--- config.mk ---
export PLATFORM = sky130hd
export DESIGN_NAME = ooo_core
export DESIGN_NICKNAME = d
export VERILOG_FILES = /design/src/hw/ooo_pkg.sv /design/src/hw/rob.sv /design/src/hw/map_table.sv /design/src/hw/reservation_station.sv /design/src/hw/exec_unit.sv /design/src/hw/arch_regfile.sv /design/src/hw/ooo_core.sv
export SDC_FILE = /design/constraint.sdc
export NUM_CORES = 2
export LEC_CHECK = 0
export BUFFER_PORTS_ARGS = -buffer_cell sky130_fd_sc_hd__buf_2
export CORE_MARGIN = 1.5
export CORE_UTILIZATION = 45
export CTS_BUF_LIST = sky130_fd_sc_hd__clkbuf_4
export DETAILED_ROUTE_END_ITERATION = 12
export GPL_TIMING_DRIVEN = 0
export HOLD_SLACK_MARGIN = 0.15
export SKIP_LAST_GASP = 1
export SLEW_MARGIN = 20
export SYNTH_ARGS = -nofsm -noshare
export SYNTH_HDL_FRONTEND = slang
export SYNTH_SLANG_ARGS = --single-unit
--- constraint.sdc ---
create_clock -name clock -period 6 [get_ports clock]
set_input_delay 0.6 -clock clock [delete_from_list [all_inputs] [get_ports clock]]
set_output_delay 0.6 -clock clock [all_outputs]
set_load 0.02 [all_outputs]
--- src/hw/ooo_pkg.sv ---
// Shared widths, opcode enum and the packet structs passed between core blocks
package ooo_pkg;

    localparam int XLEN          = 32;
    localparam int NUM_ARCH_REGS = 8;
    localparam int AREG_W        = $clog2(NUM_ARCH_REGS);
    localparam int ROB_SIZE_MAX  = 8;
    localparam int TAG_W         = $clog2(ROB_SIZE_MAX);

    // Hardwired zero register
    localparam logic [AREG_W-1:0] ZERO_REG = '0;

    typedef enum logic [2:0] {
        OP_ADD = 3'd0,
        OP_SUB = 3'd1,
        OP_AND = 3'd2,
        OP_XOR = 3'd3,
        OP_BNE = 3'd4
    } op_e;

    typedef struct packed {
        logic              valid;
        op_e               op;
        logic [AREG_W-1:0] dest;
        logic [AREG_W-1:0] src1;
        logic [AREG_W-1:0] src2;
    } dispatch_pkt_t;

    typedef struct packed {
        logic              ready;
        logic              mis_pred;
        logic [AREG_W-1:0] dest;
        logic [XLEN-1:0]   value;
    } rob_entry_t;

    typedef struct packed {
        logic             valid;
        op_e              op;
        logic [TAG_W-1:0] tag;
        logic [XLEN-1:0]  val1;
        logic [XLEN-1:0]  val2;
    } rs_issue_pkt_t;

    typedef struct packed {
        logic             valid;
        logic [TAG_W-1:0] tag;
        logic [XLEN-1:0]  value;
        logic             mis_pred;
    } complete_pkt_t;

    typedef struct packed {
        logic              valid;
        logic              write_en;
        logic [AREG_W-1:0] dest;
        logic [XLEN-1:0]   value;
    } retire_pkt_t;

    typedef struct packed {
        logic             busy;
        logic [TAG_W-1:0] tag;
    } map_entry_t;

endpackage

--- src/hw/rob.sv ---
// Circular reorder buffer with completion writeback, in-order retire and squash
`timescale 1ns/1ns

module rob import ooo_pkg::*; #(
    parameter int ROB_SIZE = 8
) (
    input  logic             clock,
    input  logic             reset,
    input  dispatch_pkt_t    dispatch,
    input  complete_pkt_t    complete,
    input  logic [TAG_W-1:0] read_tag1,
    input  logic [TAG_W-1:0] read_tag2,
    output rob_entry_t       read_entry1,
    output rob_entry_t       read_entry2,
    output logic [TAG_W-1:0] tail,
    output logic [TAG_W-1:0] retire_tag,
    output logic             full,
    output retire_pkt_t      retire,
    output logic             squash
);

    localparam int CNT_W = $clog2(ROB_SIZE + 1);

    rob_entry_t       entries [ROB_SIZE];
    rob_entry_t       head_entry;
    logic [TAG_W-1:0] head;
    logic [CNT_W-1:0] count;
    logic             empty;
    logic             retire_valid;

    function automatic logic [TAG_W-1:0] next_ptr(input logic [TAG_W-1:0] ptr);
        return (ptr == TAG_W'(ROB_SIZE - 1)) ? '0 : ptr + 1'b1;
    endfunction

    // Slot lies between first_slot and first_slot + used, with wraparound
    function automatic logic occupied(input logic [TAG_W-1:0] tag,
                                      input logic [TAG_W-1:0] first_slot,
                                      input logic [CNT_W-1:0] used);
        int offset;
        offset = (int'(tag) - int'(first_slot) + ROB_SIZE) % ROB_SIZE;
        return offset < int'(used);
    endfunction

    assign read_entry1 = entries[read_tag1];
    assign read_entry2 = entries[read_tag2];

    assign head_entry   = entries[head];
    assign empty        = (count == '0);
    assign full         = (count == CNT_W'(ROB_SIZE));
    assign retire_valid = !empty && head_entry.ready;
    assign squash       = retire_valid && head_entry.mis_pred;
    assign retire_tag   = head;

    assign retire.valid    = retire_valid;
    assign retire.write_en = retire_valid && (head_entry.dest != ZERO_REG);
    assign retire.dest     = head_entry.dest;
    assign retire.value    = head_entry.value;

    // Head, tail and occupancy
    always_ff @(posedge clock) begin
        if (reset) begin
            head  <= '0;
            tail  <= '0;
            count <= '0;
        end else if (squash) begin
            // Drop everything younger than the branch
            head  <= tail;
            count <= '0;
        end else begin
            if (dispatch.valid) begin
                tail <= next_ptr(tail);
            end
            if (retire_valid) begin
                head <= next_ptr(head);
            end
            count <= count + CNT_W'(dispatch.valid) - CNT_W'(retire_valid);
        end
    end

    // Entry contents
    always_ff @(posedge clock) begin
        if (dispatch.valid && !squash) begin
            entries[tail].ready    <= 1'b0;
            entries[tail].mis_pred <= 1'b0;
            // Branches never write a register
            entries[tail].dest     <= (dispatch.op == OP_BNE) ? ZERO_REG : dispatch.dest;
            entries[tail].value    <= '0;
        end
        if (complete.valid) begin
            entries[complete.tag].ready    <= 1'b1;
            entries[complete.tag].value    <= complete.value;
            entries[complete.tag].mis_pred <= complete.mis_pred;
        end
    end

    a_no_dispatch_when_full: assert property (
        @(posedge clock) disable iff (reset)
        dispatch.valid |-> !full
    ) else $error("rob: dispatch while full");

    a_complete_to_live_slot: assert property (
        @(posedge clock) disable iff (reset)
        complete.valid |-> occupied(complete.tag, head, count)
    ) else $error("rob: completion to empty slot %0d", complete.tag);

endmodule

--- src/hw/map_table.sv ---
// Rename map from architectural register to the ROB tag of its newest producer
`timescale 1ns/1ns

module map_table import ooo_pkg::*; (
    input  logic             clock,
    input  logic             reset,
    input  dispatch_pkt_t    dispatch,
    input  logic [TAG_W-1:0] new_tag,
    input  retire_pkt_t      retire,
    input  logic [TAG_W-1:0] retire_tag,
    input  logic             squash,
    output map_entry_t       src1_map,
    output map_entry_t       src2_map
);

    map_entry_t map_q [NUM_ARCH_REGS];
    logic       dispatch_writes;

    assign src1_map = map_q[dispatch.src1];
    assign src2_map = map_q[dispatch.src2];

    assign dispatch_writes = dispatch.valid && (dispatch.op != OP_BNE)
                             && (dispatch.dest != ZERO_REG);

    always_ff @(posedge clock) begin
        if (reset || squash) begin
            for (int i = 0; i < NUM_ARCH_REGS; i++) begin
                map_q[i] <= '0;
            end
        end else begin
            // Only the newest producer clears the mapping
            if (retire.write_en && map_q[retire.dest].tag == retire_tag) begin
                map_q[retire.dest].busy <= 1'b0;
            end
            // A same-cycle dispatch to the same register wins
            if (dispatch_writes) begin
                map_q[dispatch.dest].busy <= 1'b1;
                map_q[dispatch.dest].tag  <= new_tag;
            end
        end
    end

endmodule

--- src/hw/reservation_station.sv ---
// Reservation station with tag wakeup and lowest-index issue selection
`timescale 1ns/1ns

module reservation_station import ooo_pkg::*; #(
    parameter int RS_SIZE = 4
) (
    input  logic             clock,
    input  logic             reset,
    input  dispatch_pkt_t    dispatch,
    input  logic [TAG_W-1:0] new_tag,
    input  logic [XLEN-1:0]  val1,
    input  logic [XLEN-1:0]  val2,
    input  logic             rdy1,
    input  logic             rdy2,
    input  logic [TAG_W-1:0] wait_tag1,
    input  logic [TAG_W-1:0] wait_tag2,
    input  complete_pkt_t    complete,
    input  logic             squash,
    output logic             full,
    output rs_issue_pkt_t    issue
);

    localparam int IDX_W = $clog2(RS_SIZE);

    typedef struct packed {
        logic             valid;
        op_e              op;
        logic [TAG_W-1:0] tag;
        logic             rdy1;
        logic             rdy2;
        logic [TAG_W-1:0] wait_tag1;
        logic [TAG_W-1:0] wait_tag2;
        logic [XLEN-1:0]  val1;
        logic [XLEN-1:0]  val2;
    } rs_entry_t;

    rs_entry_t          entries [RS_SIZE];
    logic [RS_SIZE-1:0] wake1;
    logic [RS_SIZE-1:0] wake2;
    logic [RS_SIZE-1:0] ready_vec;
    logic [RS_SIZE-1:0] free_vec;
    logic [IDX_W-1:0]   issue_idx;
    logic [IDX_W-1:0]   free_idx;

    always_comb begin
        for (int i = 0; i < RS_SIZE; i++) begin
            wake1[i]     = complete.valid && !entries[i].rdy1
                           && (complete.tag == entries[i].wait_tag1);
            wake2[i]     = complete.valid && !entries[i].rdy2
                           && (complete.tag == entries[i].wait_tag2);
            ready_vec[i] = entries[i].valid && entries[i].rdy1 && entries[i].rdy2;
            free_vec[i]  = !entries[i].valid;
        end
    end

    // Scan downwards so the lowest index is left selected
    always_comb begin
        issue_idx = '0;
        free_idx  = '0;
        for (int i = RS_SIZE - 1; i >= 0; i--) begin
            if (ready_vec[i]) begin
                issue_idx = IDX_W'(i);
            end
            if (free_vec[i]) begin
                free_idx = IDX_W'(i);
            end
        end
    end

    assign full        = !(|free_vec);
    assign issue.valid = |ready_vec;
    assign issue.op    = entries[issue_idx].op;
    assign issue.tag   = entries[issue_idx].tag;
    assign issue.val1  = entries[issue_idx].val1;
    assign issue.val2  = entries[issue_idx].val2;

    always_ff @(posedge clock) begin
        if (reset || squash) begin
            for (int i = 0; i < RS_SIZE; i++) begin
                entries[i].valid <= 1'b0;
            end
        end else begin
            // Capture broadcast values into waiting operands
            for (int i = 0; i < RS_SIZE; i++) begin
                if (entries[i].valid && wake1[i]) begin
                    entries[i].rdy1 <= 1'b1;
                    entries[i].val1 <= complete.value;
                end
                if (entries[i].valid && wake2[i]) begin
                    entries[i].rdy2 <= 1'b1;
                    entries[i].val2 <= complete.value;
                end
            end
            if (issue.valid) begin
                entries[issue_idx].valid <= 1'b0;
            end
            if (dispatch.valid && !full) begin
                entries[free_idx] <= '{valid: 1'b1, op: dispatch.op, tag: new_tag,
                                       rdy1: rdy1, rdy2: rdy2,
                                       wait_tag1: wait_tag1, wait_tag2: wait_tag2,
                                       val1: val1, val2: val2};
            end
        end
    end

    // A waiting operand must not miss the broadcast of its own producer
    a_no_lost_wakeup: assert property (
        @(posedge clock) disable iff (reset)
        dispatch.valid && !full && complete.valid
        |-> (rdy1 || complete.tag != wait_tag1) && (rdy2 || complete.tag != wait_tag2)
    ) else $error("rs: operand dispatched waiting on tag %0d completing now",
                  complete.tag);

endmodule

--- src/hw/exec_unit.sv ---
// Single-cycle ALU and branch compare with a registered completion packet
`timescale 1ns/1ns

module exec_unit import ooo_pkg::*; (
    input  logic          clock,
    input  logic          reset,
    input  rs_issue_pkt_t issue,
    input  logic          squash,
    output complete_pkt_t complete
);

    logic [XLEN-1:0] result;
    logic            branch_taken;

    always_comb begin
        case (issue.op)
            OP_ADD:  result = issue.val1 + issue.val2;
            OP_SUB:  result = issue.val1 - issue.val2;
            OP_AND:  result = issue.val1 & issue.val2;
            OP_XOR:  result = issue.val1 ^ issue.val2;
            // BNE leaves no register value
            default: result = '0;
        endcase
    end

    // Predicted not taken, so a taken BNE is a mispredict
    assign branch_taken = (issue.op == OP_BNE) && (issue.val1 != issue.val2);

    always_ff @(posedge clock) begin
        if (reset) begin
            complete.valid <= 1'b0;
        end else begin
            complete.valid    <= issue.valid && !squash;
            complete.tag      <= issue.tag;
            complete.value    <= result;
            complete.mis_pred <= branch_taken;
        end
    end

endmodule

--- src/hw/arch_regfile.sv ---
// Architectural register file with two read ports and a retire write port
`timescale 1ns/1ns

module arch_regfile import ooo_pkg::*; (
    input  logic              clock,
    input  logic              reset,
    input  logic [AREG_W-1:0] read_idx1,
    input  logic [AREG_W-1:0] read_idx2,
    output logic [XLEN-1:0]   read_val1,
    output logic [XLEN-1:0]   read_val2,
    input  retire_pkt_t       retire
);

    logic [XLEN-1:0] regs [NUM_ARCH_REGS];

    // Zero register reads as zero whatever is stored
    assign read_val1 = (read_idx1 == ZERO_REG) ? '0 : regs[read_idx1];
    assign read_val2 = (read_idx2 == ZERO_REG) ? '0 : regs[read_idx2];

    always_ff @(posedge clock) begin
        if (reset) begin
            for (int i = 0; i < NUM_ARCH_REGS; i++) begin
                regs[i] <= '0;
            end
        end else if (retire.valid && retire.write_en) begin
            regs[retire.dest] <= retire.value;
        end
    end

endmodule

--- src/hw/ooo_core.sv ---
// Top level of the back end with operand sourcing at dispatch
`timescale 1ns/1ns

module ooo_core import ooo_pkg::*; #(
    parameter int ROB_SIZE = 8,
    parameter int RS_SIZE  = 4
) (
    input  logic          clock,
    input  logic          reset,
    input  dispatch_pkt_t dispatch,
    output logic          dispatch_ready,
    output retire_pkt_t   retire,
    output logic          squash
);

    typedef struct packed {
        logic            ready;
        logic [XLEN-1:0] value;
    } operand_t;

    logic [TAG_W-1:0] new_tag;
    logic [TAG_W-1:0] retire_tag;
    logic             rob_full;
    logic             rs_full;
    map_entry_t       src1_map;
    map_entry_t       src2_map;
    rob_entry_t       rob_entry1;
    rob_entry_t       rob_entry2;
    logic [XLEN-1:0]  rf_val1;
    logic [XLEN-1:0]  rf_val2;
    complete_pkt_t    complete;
    rs_issue_pkt_t    issue;
    operand_t         opnd1;
    operand_t         opnd2;

    // Register file, then finished ROB entry, then same-cycle completion
    function automatic operand_t source_operand(input map_entry_t    src_map,
                                                input rob_entry_t    entry,
                                                input logic [XLEN-1:0] rf_val,
                                                input complete_pkt_t comp);
        operand_t opnd;
        opnd.ready = 1'b1;
        opnd.value = rf_val;
        if (src_map.busy) begin
            if (entry.ready) begin
                opnd.value = entry.value;
            end else if (comp.valid && comp.tag == src_map.tag) begin
                opnd.value = comp.value;
            end else begin
                // Wait in the RS on the producer tag
                opnd.ready = 1'b0;
                opnd.value = '0;
            end
        end
        return opnd;
    endfunction

    assign opnd1 = source_operand(src1_map, rob_entry1, rf_val1, complete);
    assign opnd2 = source_operand(src2_map, rob_entry2, rf_val2, complete);

    assign dispatch_ready = !rob_full && !rs_full;

    rob #(
        .ROB_SIZE(ROB_SIZE)
    ) u_rob (
        .clock       (clock),
        .reset       (reset),
        .dispatch    (dispatch),
        .complete    (complete),
        .read_tag1   (src1_map.tag),
        .read_tag2   (src2_map.tag),
        .read_entry1 (rob_entry1),
        .read_entry2 (rob_entry2),
        .tail        (new_tag),
        .retire_tag  (retire_tag),
        .full        (rob_full),
        .retire      (retire),
        .squash      (squash)
    );

    map_table u_map_table (
        .clock      (clock),
        .reset      (reset),
        .dispatch   (dispatch),
        .new_tag    (new_tag),
        .retire     (retire),
        .retire_tag (retire_tag),
        .squash     (squash),
        .src1_map   (src1_map),
        .src2_map   (src2_map)
    );

    reservation_station #(
        .RS_SIZE(RS_SIZE)
    ) u_rs (
        .clock     (clock),
        .reset     (reset),
        .dispatch  (dispatch),
        .new_tag   (new_tag),
        .val1      (opnd1.value),
        .val2      (opnd2.value),
        .rdy1      (opnd1.ready),
        .rdy2      (opnd2.ready),
        .wait_tag1 (src1_map.tag),
        .wait_tag2 (src2_map.tag),
        .complete  (complete),
        .squash    (squash),
        .full      (rs_full),
        .issue     (issue)
    );

    exec_unit u_exec (
        .clock    (clock),
        .reset    (reset),
        .issue    (issue),
        .squash   (squash),
        .complete (complete)
    );

    arch_regfile u_regfile (
        .clock     (clock),
        .reset     (reset),
        .read_idx1 (dispatch.src1),
        .read_idx2 (dispatch.src2),
        .read_val1 (rf_val1),
        .read_val2 (rf_val2),
        .retire    (retire)
    );

endmodule

# After elaboration in Yosys (flattened, before gate mapping)
# Memory sizes are Yosys's and may differ from the RTL's. A register that Yosys moved wholly into a read port is not among the register bits.
# Cells that the tools add are included.
# totals
regBits	47
ramBits	900
out_inout_bits	39
elab_cells	201
n_memories	4
# classes
n_addsub	6
n_eq_ne	21
muxes	84
bitwise	3
n_reduce_logical	76
# memory_table
name	words	word_bits	read_ports	rd_clocked_by_memory_dff	write_ports	line_no	rtl
u_rs.entries	4	79	5	0	6	reservation_station.sv:37	rs_entry_t entries [RS_SIZE];
u_rob.entries	8	37	3	1	2	rob.sv:24	rob_entry_t entries [ROB_SIZE];
u_regfile.regs	8	32	2	0	8	arch_regfile.sv:14	logic [XLEN-1:0] regs [NUM_ARCH_REGS];
u_map_table.map_q	8	4	3	0	8	map_table.sv:16	map_entry_t map_q [NUM_ARCH_REGS];
# op_table
op	count
32-bit two-way mux	7
32-bit one-hot mux with 4 select lines	1
33-bit two-way mux	2
1-bit two-way mux	53
1-bit logical AND	46
3-bit == test	11
32-bit adder	1
32-bit bitwise AND	1
32-bit != test	1
32-bit OR reduction	1
32-bit subtractor	1
32-bit bitwise XOR	1
3-bit two-way mux	10
2-bit two-way mux	9
4-bit OR reduction	4
1-bit logical NOT	15
3-bit == test (second input constant)	4
3-bit logical NOT	3
4-bit two-way mux	2
3-bit by 1-bit adder with 3-bit output (second input constant)	2
3-bit by 2-bit == test with 1-bit output (second input constant)	2
3-bit nonzero test	2
4-bit by 1-bit adder with 4-bit output	1
4-bit == test (second input constant)	1
other kinds (9)	9

# Logic depth before layout (Yosys ltp)
# depth
ltp_word	10
ltp_mapped	20

# Modules after synthesis
# A second synthesis with hierarchy kept.
# unflattened
cells_unflattened	4819
area_unflattened_um2	55147.9
# by_module_without_submodules
module	n_inst	cells_each	area_each_um2
rob	1	1123	18069.8
reservation_station	1	1497	14388.8
arch_regfile	1	879	12514.5
exec_unit	1	775	5821.8
ooo_core	1	384	2280.9
map_table	1	161	2072.0

# Worst setup path before layout
# OpenSTA, ideal clock, no wires.
# synth_path
path_type	reg2reg
startpoint	register (tool-made name)
endpoint	memory u_rs.entries[2][0] (netlist name), enable pin
arrival_time_ps	4298
setup_slack_ps	1234
stages_incl_launch_ff	8
n_path_buf	1
synth_period_minus_slack_ps	4766
path_cell_list	dfxtp_1 buf_2 mux4_2 mux2i_4 nor2_1 nor2_1 nand3_1 o21ai_0
# synth_lines
item	line_no
end: declaration	reservation_station.sv:37

==> run metrics <==
setup ws final between 0.2 and 0.25 ns; largest net degree at the start of global routing 36; synthesized cell area 52570 µm²; RSZ-0062 raised after global routing no; fin. max-slew vios 0; All-Layer GR Usage 0.3324; Post-synth top flop edfxtp_1; # DRC 0; Routed WL between 150 and 200 mm; Die ar. roughly 120000 µm²; PD cells just under 300 nW/µm²; Vias roughly 42000; CORE AREA about 120000 µm²; crit path max fanout 10; Mapped Cells about 4500; CTS Buf Count roughly 240; Max Clk Rate around 170 MHz; Final #Nets a little under 5000; Root Buffer clkbuf_4; Reg clk slew, reported paths about 0.07 ns; Post-synth EDFFs 876; # rows 125; share of cells above drive strength 1 0.1949; clock buffer depth 3; Sink Count a little over 900; Die Ht ~340 µm; Non-Filler Instances ~6600; 1st-pass router iterations 8; Startpoint Class flip-flop; # setup viols final 0; top cells by area, synth edfxtp_1 (50%), mux4_2 (9.3%), mux2i_1 (6.3%), nor2_1 (4.5%), and2_1 (3.5%); Crit. End Element flip-flop; Post-DP HPWL ~150 mm; normalized max-slew margin 0.1784; worst-margin pin slew 1.198 ns; Via density roughly 6.4; I/O Pins 54; Hold WC Path Type input port to flip-flop; Netlist cell types about 80; vias in the first global route 40190; Routed WL per cell 30.39 µm; Worst Setup Path Type flip-flop to flip-flop; pre-CTS setup slack -0.7196 ns; top cell type's share of synthesized area 0.5004; Avg Cell Area, Syn around 12 µm²; Iter 0 DRT Violations 5704; grt ovf 0; Critical Path RT about 6.9 ns; clock latency on the worst-skew pair roughly 1.2 ns; max cap viols 0; initial antenna violation count 10; sequential area share after synthesis 0.5164; flops & latches, synth between 900 and 1000; Total Negative Setup Slacks 0 ns; Fin. Hold Viols 0; run status finished, final reports clean; GPL Wtd Cong ~1.0; Starting Density 0.4530; fillcell total ~10000; postcts setup bufs 0; critical path arrival between 6 and 7 ns; Leakage 21.47 nW; post-synth top area cell edfxtp_1; CTS tree done; first-pass GRT wire length ~280 mm; Routed Antenna Nets 0; VDD IR-drop max between 0.00015 and 0.0002 V; DP Area around 56000 µm²; Design Area, Final 58990 µm²; Final Skew between 0.1 and 0.15 ns; H-tree levels 4; die width 344.8 µm; FFs w/ async S/R, synth 0; minimum clock period slightly below 6 ns; placed cell count between 6000 and 7000; I/O Buffers 48; Warnings, synthesis 0; P&R area growth vs syn 12.21%; Final period util 0.9608
-- what timing repair did --
action / in CTS / in global routing
hold buffers: 12 / 0
setup endpoints to repair: 17 / 17
endpoints found under the hold margin: 100 / 0
resized for setup: 31 / 34
-- cells in the mapped netlist, drive strengths merged, types with 91 or more instances --
master and n:
mux2i 335, buf 122, nor2 635, edfxtp 876, o22ai 137, inv 119
clkbuf 270, nand2 199, o21ai 91, mux4 218, and2 292, a21oi 306
-- worst paths after layout --
| path | start | endpoint | slack (ns) | cells after the start |
|---|---|---|---|---|
| setup / recovery | u_rs.entries[1][78] | u_exec.complete[22] | 0.24 | 16 |
| hold / removal | dispatch[7] | u_map_table.map_q[3][3] | 0.41 | 4 |
| setup reg to reg | u_rs.entries[1][78] | u_exec.complete[22] | 0.24 | 16 |
| hold reg to reg | u_map_table.map_q[0][3] | u_map_table.map_q[0][3] | 0.49 | 1 |
-- logic make-up after synthesis --
kind of cell    synth area share
mux                       0.1723
compound gates            0.1241
other cells           0.00007133
flops                     0.5164
fa+ha+maj                0.01875
simple gates              0.1224
xor+xnor                0.007330
buf+inv                  0.03863
-- metrics by stage --
step             util  total power, mW  hold slack, ns
4_1_cts        0.5072            17.19          0.2729
6_report       0.5083            17.36          0.4077
5_1_grt        0.5082            17.89          0.3694
3_5_place_dp   0.4801            11.84          0.4659
2_1_floorplan       -            10.25          0.4431
3_3_place_gp   0.4716            11.78          0.4617
-- where the power goes --
| group | leakage [nW] | switching, mW | internal [mW] |
|---|---|---|---|
| clock network | 1.74 | 2.77 | 2.67 |
| registers | 9.00 | 0.265 | 7.38 |
| logic | 10.7 | 2.86 | 1.41 |
-- layout make-up --
cell class / count / area (µm²) / share of cell area
Multi-Input combinational cell: 3086 / 23790 / 0.4033
Clock inverter: 101 / 506.7 / 0.008590
Clock buffer: 325 / 2440 / 0.04136
Sequential cell: 918 / 27150 / 0.4602
Tap cell: 1524 / 1907 / 0.03233
Buffer: 391 / 1609 / 0.02728
Timing Repair Buffer: 92 / 1105 / 0.01873
Antenna cell: 6 / 15.01 / 0.0002545
Inverter: 125 / 470.5 / 0.007975
-- worst max-delay path, stage by stage, from the launching register on --
cell and delay, ns:
dfxtp_1 0.31, clkbuf_1 0.34, nand3_1 0.37, a31oi_4 0.51, clkbuf_1 0.62, nor2_1 0.08
nor3_1 0.46, ha_1 0.20, clkbuf_1 0.38, and4_1 0.28, nand3_1 0.17, or4_1 0.50
o211ai_1 0.10, o21ba_2 0.25, and3_1 0.20, a311o_1 0.31, a211oi_1 0.43
-- flip-flops by register name, indices dropped and copies added, names as in the netlist, named ones only --
signal             flops
u_rs.entries         316
u_rob.entries        296
u_regfile.regs       224
u_exec.complete       37
u_map_table.map_q     32
u_rob.count            4
u_rob.retire_tag       3
u_rob.tail             3
-- layer usage --
layer  share of wire  global-route usage  vias to the layer above
li1                -                   -                    18010
met1            0.38              0.4367                    20700
met2            0.46              0.5325                     2819
met3            0.11             0.06888                      531
met4           0.046              0.1481                        4
met5         0.00013                   0                        -
-- placed cells by master (no fill, tap or decap), types with 31 or more instances in the layout --
cell type	count
o22ai_1	135
a22oi_1	68
ha_1	74
nor3_1	75
xor2_1	32
buf_1	46
nor4_1	34
clkinv_1	83
clkbuf_4	325
o221a_2	78
edfxtp_1	876
clkbuf_1	241
nand2_1	189
a211oi_1	53
buf_2	119
o211ai_1	42
mux2_2	69
dfxtp_1	42
and2_1	292
inv_1	118
a21oi_1	305
mux2i_1	316
o21ai_0	78
o21a_1	31
mux4_2	218
nor2_1	634
Power figures use the tool's default switching activity.
